--- src/source/cpu_config.svh ---
// global widths for the control unit
// instruction, cycle counter and ALU select sizes

`ifndef CPU_CONFIG_SVH
`define CPU_CONFIG_SVH

// --------------------
// instruction
// --------------------
`define INSTR_WIDTH 4       // opcode bits held in the IR

// --------------------
// cycle counter
// --------------------
`define COUNTER_WIDTH 16    // wraps silently

// --------------------
// datapath selects
// --------------------
// shared by the ALU operation and the second-operand mux
`define ALU_SEL_WIDTH 3

`endif
--- src/source/isaPkg.sv ---
// instruction set types
// opcodes, instruction classes, ALU operations and second-operand selects

`include "cpu_config.svh"

package isaPkg;

	// fully coded opcodes only
	// shift and ori are recognised by their low three bits
	typedef enum logic [`INSTR_WIDTH-1:0]
	{
		opLoad  = 4'b0000,
		opStop  = 4'b0001,
		opStore = 4'b0010,
		opAdd   = 4'b0100,
		opBz    = 4'b0101,
		opSub   = 4'b0110,
		opNand  = 4'b1000,
		opBnz   = 4'b1001,
		opBpz   = 4'b1101
	} opcodeT;

	typedef enum logic [3:0]
	{
		classArith,     // add, sub, nand
		classShift,
		classOri,
		classLoad,
		classStore,
		classBpz,
		classBz,
		classBnz,
		classStop,
		classIllegal
	} instrClassT;

	typedef enum logic [`ALU_SEL_WIDTH-1:0]
	{
		aluAdd   = 3'b000,
		aluSub   = 3'b001,
		aluOr    = 3'b010,
		aluNand  = 3'b011,
		aluShift = 3'b100
	} aluOpT;

	typedef enum logic [`ALU_SEL_WIDTH-1:0]
	{
		src2Reg    = 3'b000,    // R2
		src2One    = 3'b001,    // pc increment
		src2Branch = 3'b010,    // sign-extended branch offset
		src2Imm    = 3'b011,    // ori immediate
		src2Shamt  = 3'b100     // shift amount field
	} aluSrc2T;

endpackage

--- src/source/controlPkg.sv ---
// control unit types
// sequencer states and the three control-word structs

package controlPkg;

	import isaPkg::*;

	// --------------------
	// sequencer states
	// --------------------
	typedef enum logic [3:0]
	{
		stReset,
		stFetch,        // common to every instruction
		stDecode,
		stArithExec,
		stWriteBack,    // shared by arith and shift
		stShiftExec,
		stOriRead,
		stOriExec,
		stOriWrite,
		stLoadRead,
		stLoadWrite,
		stStore,
		stBpz,
		stBz,
		stBnz,
		stStop          // terminal
	} stateT;

	// --------------------
	// control word
	// --------------------
	typedef struct packed
	{
		logic addrSel;      // pc as memory address
		logic memRead;
		logic memWrite;
		logic mdrLoad;
	} memCtrlT;

	typedef struct packed
	{
		logic pcWrite;
		logic irLoad;       // one cycle per instruction
		logic r1Sel;        // use R1 field for ori
		logic r1R2Load;
		logic rfWrite;
		logic regIn;        // write-back from MDR instead of ALUout
	} regCtrlT;

	typedef struct packed
	{
		logic    alu1;          // register operand, pc otherwise
		aluSrc2T aluSrc2;
		aluOpT   aluOp;
		logic    aluOutWrite;
		logic    flagWrite;     // update n and z
	} aluCtrlT;

endpackage

--- src/source/controlUnit.sv ---
// control unit top level
// opcode decoder, sequencer and control word generator

`timescale 1ns/10ps
`include "cpu_config.svh"

module controlUnit
	import isaPkg::*, controlPkg::*;
(
	input  logic                      clock,
	input  logic                      reset,
	input  opcodeT                    instr,
	input  logic                      n,
	input  logic                      z,
	output memCtrlT                   memCtrl,
	output regCtrlT                   regCtrl,
	output aluCtrlT                   aluCtrl,
	output logic [`COUNTER_WIDTH-1:0] counter
);

	instrClassT instrClass;
	aluOpT      arithOp;
	stateT      state;

	opcodeDecoder decoder
	(
		.instr      (instr),
		.instrClass (instrClass),
		.arithOp    (arithOp)
	);

	controlSequencer sequencer
	(
		.clock      (clock),
		.reset      (reset),
		.instrClass (instrClass),
		.state      (state),
		.counter    (counter)
	);

	controlWordGen wordGen
	(
		.state      (state),
		.arithOp    (arithOp),
		.n          (n),
		.z          (z),
		.memCtrl    (memCtrl),
		.regCtrl    (regCtrl),
		.aluCtrl    (aluCtrl)
	);

endmodule

--- src/source/controlWordGen.sv ---
// control word generator
// memory, register file and ALU controls for each sequencer state
// branch condition from the n and z flags

`timescale 1ns/10ps

module controlWordGen
	import isaPkg::*, controlPkg::*;
(
	input  stateT   state,
	input  aluOpT   arithOp,
	input  logic    n,
	input  logic    z,
	output memCtrlT memCtrl,
	output regCtrlT regCtrl,
	output aluCtrlT aluCtrl
);

	always_comb
	begin
		// --------------------
		// defaults
		// --------------------
		memCtrl             = '0;
		regCtrl             = '0;
		aluCtrl.alu1        = 1'b0;
		aluCtrl.aluSrc2     = src2Reg;
		aluCtrl.aluOp       = aluAdd;
		aluCtrl.aluOutWrite = 1'b0;
		aluCtrl.flagWrite   = 1'b0;

		case (state)
			stFetch:
			begin
				// pc + 1 while the instruction is read
				regCtrl.pcWrite = 1'b1;
				regCtrl.irLoad  = 1'b1;
				memCtrl.addrSel = 1'b1;
				memCtrl.memRead = 1'b1;
				aluCtrl.aluSrc2 = src2One;
			end
			stDecode:
				regCtrl.r1R2Load = 1'b1;
			stArithExec:
			begin
				aluCtrl.alu1        = 1'b1;
				aluCtrl.aluOp       = arithOp;  // add, sub or nand
				aluCtrl.aluOutWrite = 1'b1;
				aluCtrl.flagWrite   = 1'b1;
			end
			stWriteBack:
				regCtrl.rfWrite = 1'b1;
			stShiftExec:
			begin
				aluCtrl.alu1        = 1'b1;
				aluCtrl.aluSrc2     = src2Shamt;
				aluCtrl.aluOp       = aluShift;
				aluCtrl.aluOutWrite = 1'b1;
				aluCtrl.flagWrite   = 1'b1;
			end
			stOriRead:
			begin
				regCtrl.r1Sel    = 1'b1;    // ori always targets k1
				regCtrl.r1R2Load = 1'b1;
			end
			stOriExec:
			begin
				aluCtrl.alu1        = 1'b1;
				aluCtrl.aluSrc2     = src2Imm;
				aluCtrl.aluOp       = aluOr;
				aluCtrl.aluOutWrite = 1'b1;
				aluCtrl.flagWrite   = 1'b1;
			end
			stOriWrite:
			begin
				regCtrl.r1Sel   = 1'b1;
				regCtrl.rfWrite = 1'b1;
			end
			stLoadRead:
			begin
				memCtrl.memRead = 1'b1;
				memCtrl.mdrLoad = 1'b1;
			end
			stLoadWrite:
			begin
				aluCtrl.aluOutWrite = 1'b1;
				regCtrl.rfWrite     = 1'b1;
				regCtrl.regIn       = 1'b1;     // data comes from MDR
			end
			stStore:
				memCtrl.memWrite = 1'b1;

			// --------------------
			// branches
			// --------------------
			// target is computed either way, pcWrite decides
			stBpz:
			begin
				aluCtrl.aluSrc2 = src2Branch;
				regCtrl.pcWrite = ~n;
			end
			stBz:
			begin
				aluCtrl.aluSrc2 = src2Branch;
				regCtrl.pcWrite = z;
			end
			stBnz:
			begin
				aluCtrl.aluSrc2 = src2Branch;
				regCtrl.pcWrite = ~z;
			end
			default:
			begin
				// reset and stop keep every control low
			end
		endcase
	end

	// single-ported memory
	always_comb
	begin
		memPortExclusive: assert (!(memCtrl.memRead && memCtrl.memWrite))
			else $error("memRead and memWrite together in %s", state.name());
	end

endmodule

--- src/source/controlSequencer.sv ---
// multicycle sequencer
// state register, next-state table and free-running cycle counter
// stop-state checks

`timescale 1ns/10ps
`include "cpu_config.svh"

module controlSequencer
	import isaPkg::*, controlPkg::*;
(
	input  logic                      clock,
	input  logic                      reset,
	input  instrClassT                instrClass,
	output stateT                     state,
	output logic [`COUNTER_WIDTH-1:0] counter
);

	stateT nextState;

	// --------------------
	// next state
	// --------------------
	always_comb
	begin
		case (state)
			stReset:
				nextState = stFetch;
			stFetch:
				nextState = stDecode;
			stDecode:
			begin
				case (instrClass)
					classArith: nextState = stArithExec;
					classShift: nextState = stShiftExec;
					classOri:   nextState = stOriRead;
					classLoad:  nextState = stLoadRead;
					classStore: nextState = stStore;
					classBpz:   nextState = stBpz;
					classBz:    nextState = stBz;
					classBnz:   nextState = stBnz;
					classStop:  nextState = stStop;
					default:    nextState = stReset;    // illegal restarts the machine
				endcase
			end
			stArithExec, stShiftExec:
				nextState = stWriteBack;
			stOriRead:
				nextState = stOriExec;
			stOriExec:
				nextState = stOriWrite;
			stLoadRead:
				nextState = stLoadWrite;
			stStop:
				nextState = stStop;     // never leaves
			default:
				nextState = stFetch;    // last cycle of every other instruction
		endcase
	end

	// --------------------
	// state and counter
	// --------------------
	always_ff @(posedge clock or posedge reset)
	begin
		if (reset)
		begin
			state   <= stReset;
			counter <= '0;
		end
		else
		begin
			state <= nextState;
			if (state != stStop)
				counter <= counter + 1'b1;  // frozen once stopped
		end
	end

	// stop is terminal and the counter freezes with it
	stopHolds: assert property (@(posedge clock) disable iff (reset)
		state == stStop |=> state == stStop && $stable(counter));

endmodule

--- src/source/opcodeDecoder.sv ---
// opcode decoder
// instruction class and ALU operation from the IR opcode

`timescale 1ns/10ps

module opcodeDecoder
	import isaPkg::*;
(
	input  opcodeT     instr,
	output instrClassT instrClass,
	output aluOpT      arithOp
);

	// --------------------
	// class
	// --------------------
	always_comb
	begin
		if (instr[2:0] == 3'b011)
		begin
			instrClass = classShift;    // shift amount lives in the high bit
		end
		else if (instr[2:0] == 3'b111)
		begin
			instrClass = classOri;      // high bit is part of the immediate
		end
		else
		begin
			case (instr)
				opAdd, opSub, opNand:
					instrClass = classArith;
				opLoad:
					instrClass = classLoad;
				opStore:
					instrClass = classStore;
				opBpz:
					instrClass = classBpz;
				opBz:
					instrClass = classBz;
				opBnz:
					instrClass = classBnz;
				opStop:
					instrClass = classStop;
				default:
					instrClass = classIllegal;  // old vector codes land here
			endcase
		end
	end

	// --------------------
	// arith operation
	// --------------------
	// only consumed in the arith exec state
	always_comb
	begin
		case (instr)
			opAdd:   arithOp = aluAdd;
			opSub:   arithOp = aluSub;
			default: arithOp = aluNand;
		endcase
	end

endmodule

--- config.mk ---
export PLATFORM = sky130hd
export DESIGN_NAME = controlUnit
export DESIGN_NICKNAME = d
export VERILOG_FILES = /design/src/source/isaPkg.sv /design/src/source/controlPkg.sv /design/src/source/controlUnit.sv /design/src/source/controlWordGen.sv /design/src/source/controlSequencer.sv /design/src/source/opcodeDecoder.sv
export VERILOG_INCLUDE_DIRS = /design/src /design/src/source
export SDC_FILE = /design/constraint.sdc
export NUM_CORES = 1
export LEC_CHECK = 0
export ABC_AREA = 1
export BUFFER_PORTS_ARGS = -buffer_cell sky130_fd_sc_hd__buf_4
export CORE_MARGIN = 2
export CORE_UTILIZATION = 56
export CTS_BUF_LIST = sky130_fd_sc_hd__clkbuf_16
export CTS_CLUSTER_DIAMETER = 150
export CTS_CLUSTER_SIZE = 24
export DETAILED_ROUTE_END_ITERATION = 8
export PLACE_DENSITY_LB_ADDON = 0.1
export SKIP_CTS_REPAIR_TIMING = 1
export SLEW_MARGIN = 20
export SYNTH_ARGS = -nofsm -noshare
export SYNTH_HDL_FRONTEND = slang
export SYNTH_SLANG_ARGS = --single-unit
--- constraint.sdc ---
create_clock -name clock -period 1.9 [get_ports clock]
set_input_delay 0.19 -clock clock [delete_from_list [all_inputs] [get_ports clock]]
set_output_delay 0.19 -clock clock [all_outputs]
set_load 0.05 [all_outputs]
Yosys cells after proc, flatten, opt, wreduce, memory -nomap -nowiden
Memories as Yosys holds them, arrays and structs flattened.
Cells that the tools add are included.
Word-level totals
  ROM bits: 128
  output and inout port bits: 35
  logic and storage cells: 52
  flip-flop bits (word level): 20
  input port bits: 8
  bits in latches: 0
  memories kept: 2
  memory bits (writable): 0
Memory list
  (name not given): words 16, width 4, rd ports 1, clocked after Yosys merged registers in 0, wr ports 0, line opcodeDecoder.sv:29  | case (instr)
  (name not given): words 16, width 4, rd ports 1, clocked after Yosys merged registers in 0, wr ports 0, line controlSequencer.sv:32  | case (instrClass)
Operators by class
  $lt $le $gt $ge: 0
  muxes and demuxes: 17
  shifts and indexed selects: 0
  reductions and logical operators: 8
  equal/unequal tests: 20
  div/mod/pow operators: 0
  bitwise operators: 2
  add/sub/neg operators: 1
  multipliers: 0
Operators by type and width (number)
  4-bit == test (second input constant): 8
  4-bit one-hot mux with 7 select lines: 1
  4-bit by 3-bit == test with 1-bit output (second input constant): 6
  16-bit by 1-bit adder with 16-bit output (second input constant): 1
  3-bit one-hot mux with 4 select lines: 1
  1-bit two-way mux: 10
  3-bit one-hot mux with 3 select lines: 1
  3-bit OR reduction: 3
  4-bit by 2-bit == test with 1-bit output (second input constant): 2
  4-bit two-way mux: 2
  2-bit OR reduction: 4
  4-bit by 1-bit == test with 1-bit output (second input constant): 1
  4-bit inequality test (second input constant): 1
  1-bit one-hot mux with 4 select lines: 1
  2-bit one-hot mux with 2 select lines: 1
  4-bit OR reduction: 1
  3-bit by 2-bit == test with 1-bit output (second input constant): 1
  3-bit == test (second input constant): 1
  1-bit NOT: 2

Depth between registers and ports, before layout
An unclocked memory read counts as a cell.
  depth after elaboration: 5
  depth in mapped cells: 14
  mapped depth without buffers: 14

Modules after synthesis
Synthesis repeated with hierarchy kept, for this count alone.
Unflattened totals
  cell total of the unflattened synthesis: 250
  area total of the unflattened synthesis: 1736.7 µm²
By module, submodules not included
  controlSequencer: cells each 151, area each 1262.5 µm², instances 1, sequential area each 500.5 µm²
  opcodeDecoder: cells each 48, area each 255.2 µm², instances 1, sequential area each 0.0 µm²
  controlWordGen: cells each 51, area each 219.0 µm², instances 1, sequential area each 0.0 µm²

Worst setup path before layout
No wires, ideal clock.
  kind: flip-flop to output port
  start point: register sequencer.state[0]
  end point: output regCtrl[5] (netlist bit)
  slack: -190 ps
  required time: 1710 ps
  path buffers: 0
  stages on the path, launching flop included: 7
  data arrival time: 1900 ps
  path through: dfrtp_1 -> inv_1 -> nor2_1 -> inv_2 -> nor2_1 -> inv_1 -> nand2_1
RTL lines
  from (decl): line controlSequencer.sv:14  | output stateT state,
  from (signal assigned): line controlSequencer.sv:67  | state <= stReset;
  from (signal assigned): line controlSequencer.sv:72  | state <= nextState;
  to (decl): line controlUnit.sv:16  | output regCtrlT regCtrl,

==> flow_summary.json <==
{
  "outcome": "completed",
  "synthAdderAreaFrac_pct": 7.83,
  "ys_seq_area_share_pct": 31.3,
  "synthMuxAreaShare_pct": 0,
  "htree_num_levels": 1,
  "start_util_pct": 58.4,
  "worst_pin_slew_ns": 0.727,
  "tritoncts": "done",
  "peakVddDrop_v": 0.000648,
  "min_path_type": "in2async",
  "vias_per_cell": 4.99,
  "setup_viol_count_final": 0,
  "r2r_start": "sequencer.counter[0]",
  "clk_latency_ns": 0.25,
  "slew_headroom_pct": 51.5,
  "die_h_um": 57.4,
  "grt_pass1_wl_mm": 6.10,
  "yosys.area.top_type_share_pct": 31.3,
  "die_w_um": 57.4,
  "cts-root-buf": "clkbuf_16",
  "synth-edff-count": 0,
  "fmax_mhz": 550,
  "route.detailed.drc": 0,
  "syn_nets": 253,
  "ys_warn_count": 0,
  "power.leakage_nw": 1.17,
  "io_buffers": 42,
  "dieArea_um2": 3300,
  "yosysMostFrequentCell": "nand2_1",
  "clock-sinks": 20,
  "final_nets": 300,
  "antenna_found_initial": 0,
  "n_antenna_cell": 0,
  "synth_top_family_by_area": "simple AND/OR/NAND/NOR gates",
  "synth_top_area_cell": "dfrtp_1",
  "dpl.hpwl_mm": 2.58,
  "globalplace.congestion": 0.894,
  "tns_ns": 0,
  "synthSimpleGateAreaFrac_pct": 39.7,
  "ys.flop_type": "dfrtp_1",
  "synth_compound_area_share_pct": 4.62,
  "grt_usage_pct": 23.0,
  "path_max_fanout": 6,
  "yosysUniqueCellTypes": 28,
  "skew_ns": 0.00421,
  "finalCriticalPeriod_ns": 1.82,
  "startpoint": "sequencer.state[1]",
  "ios": 43,
  "synthTopCellsByArea": "dfrtp_1, nand2_1, inv_1",
  "first_pass_iters": 4,
  "synth_area_um2": 1600,
  "grt_max_degree": 21,
  "timing.max_cap.violations": 0,
  "wirelength_mm": 3.51,
  "slew_viol_final": 0,
  "required_ns": 1.71,
  "dr.first_iter.drc_count": 65,
  "async_reset_ff_share_pct": 100,
  "fin_crit_sh_pct": 95.7,
  "cp.arrival_ns": 1.63,
  "p_per_area_nw_per_um2": 536,
  "clockBufferDepth": 2,
  "cp-end-kind": "output pin",
  "ant_nets": 0,
  "vias": 1558,
  "drive_gt1_share_pct": 24.6,
  "core-area_um2": 2730,
  "synth_common_cells": "nand2_1, inv_1, nor2_1",
  "rsz0062_at_grt": "false",
  "avgRoutedWirePerCell_um": 11.3,
  "grt_pass1_vias": 1479,
  "overflow": 0,
  "finalHoldViolCount": 0,
  "row_count": 19,
  "syn_inst": 235,
  "critPathKind": "reg2out",
  "cp-start-kind": "flip-flop",
  "clk_pin_slew_ns": 0.06,
  "yosys_register_bits": 20,
  "syn2layout_area_growth_pct": 29.4,
  "synth-xor-area-share_pct": 5.48,
  "cts-buffers-inserted": 3,
  "whs_ns": 0.0603,
  "avgSynthCellArea_um2": 6.80
}
metal layers:
layer	vias to the layer above	share of wire [%]	global-route usage, %
li1	808	-	-
met1	705	43	26.3
met2	41	51	42.0
met3	4	4.3	3.17
met4	0	1.3	9.97
met5	-	0	0
cells in the final DEF, fill, tap and decap left out, types with 2 or more instances in the layout:
cell type / Yosys / final
dfrtp_2: 0 / 3
o21ai_1: 1 / 3
nand4_1: 5 / 5
nor2_1: 31 / 28
nor2_4: 3 / 3
a21oi_1: 3 / 3
clkbuf_16: 0 / 3
buf_4: 2 / 44
nand2_1: 71 / 71
nor3_1: 3 / 3
or2_1: 2 / 2
nor2_2: 1 / 4
xor2_1: 6 / 6
nand3_1: 14 / 14
xnor2_1: 4 / 4
dfrtp_1: 20 / 17
nand2_2: 3 / 3
inv_2: 2 / 2
ha_1: 10 / 10
inv_1: 41 / 41
o21ai_0: 4 / 2
cell type report:
| class | count | area, um2 |
|---|---|---|
| Sequential cell | 20 | 504 |
| Inverter | 43 | 161 |
| Clock inverter | 1 | 30.0 |
| Multi-Input combinational cell | 170 | 928 |
| Tap cell | 31 | 38.8 |
| Clock buffer | 3 | 75.1 |
| Timing Repair Buffer | 44 | 330 |
| Fill cell | 218 | 666 |
state kept, by name, summed over array words and instances, names as in the netlist:
name and count:
sequencer.state 4, sequencer.counter 16
stage by stage:
step / cell area [um2] / total power [mW] / utilization [%] / instances / setup slack (ns)
after floorplan: 1600 / 0.508 / - / 235 / 0.0854
after global placement: 1950 / 0.538 / 71.3 / 307 / 0.211
final: 2070 / 1.11 / 75.7 / 312 / 0.0822
after CTS: 2050 / 1.11 / 75.1 / 311 / 0.00266
after detailed placement: 1950 / 0.539 / 71.3 / 307 / 0.167
after global routing: 2070 / 1.14 / 75.7 / 312 / 0.00811
power by group:
part,leakage [nW],switching (mW),total (mW),internal (mW)
sequential,0.258,0,0.426,0.426
combinational,0.863,0.0661,0.105,0.0388
clock,0.0511,0.159,0.577,0.418
total,1.17,0.225,1.11,0.883
cell families after synthesis:
group           Yosys count
fa+ha+maj                10
simple gates            138
flops                    20
compound gates           12
xor+xnor                 10
buf+inv                  45
critical path: stages, from the launching register on:
cell and delay (ns):
dfrtp_1 0.46, nand2_2 0.19, nor2_1 0.08, or2_4 0.25, or2_1 0.20, buf_4 0.19
path summary, 6_finish.rpt:
check,depth (start not counted),slack (ns),endpoint
worst max-delay path,5,0.08,aluCtrl[1]
worst min-delay path,2,0.06,sequencer.state[1]
worst max register to register,8,0.45,sequencer.counter[14]
worst min register to register,2,0.49,sequencer.counter[15]
max in group asynchronous,2,1.34,sequencer.state[0]
min in group clock,6,0.45,sequencer.state[2]
No activity file was read; power rests on OpenSTA's default activity.
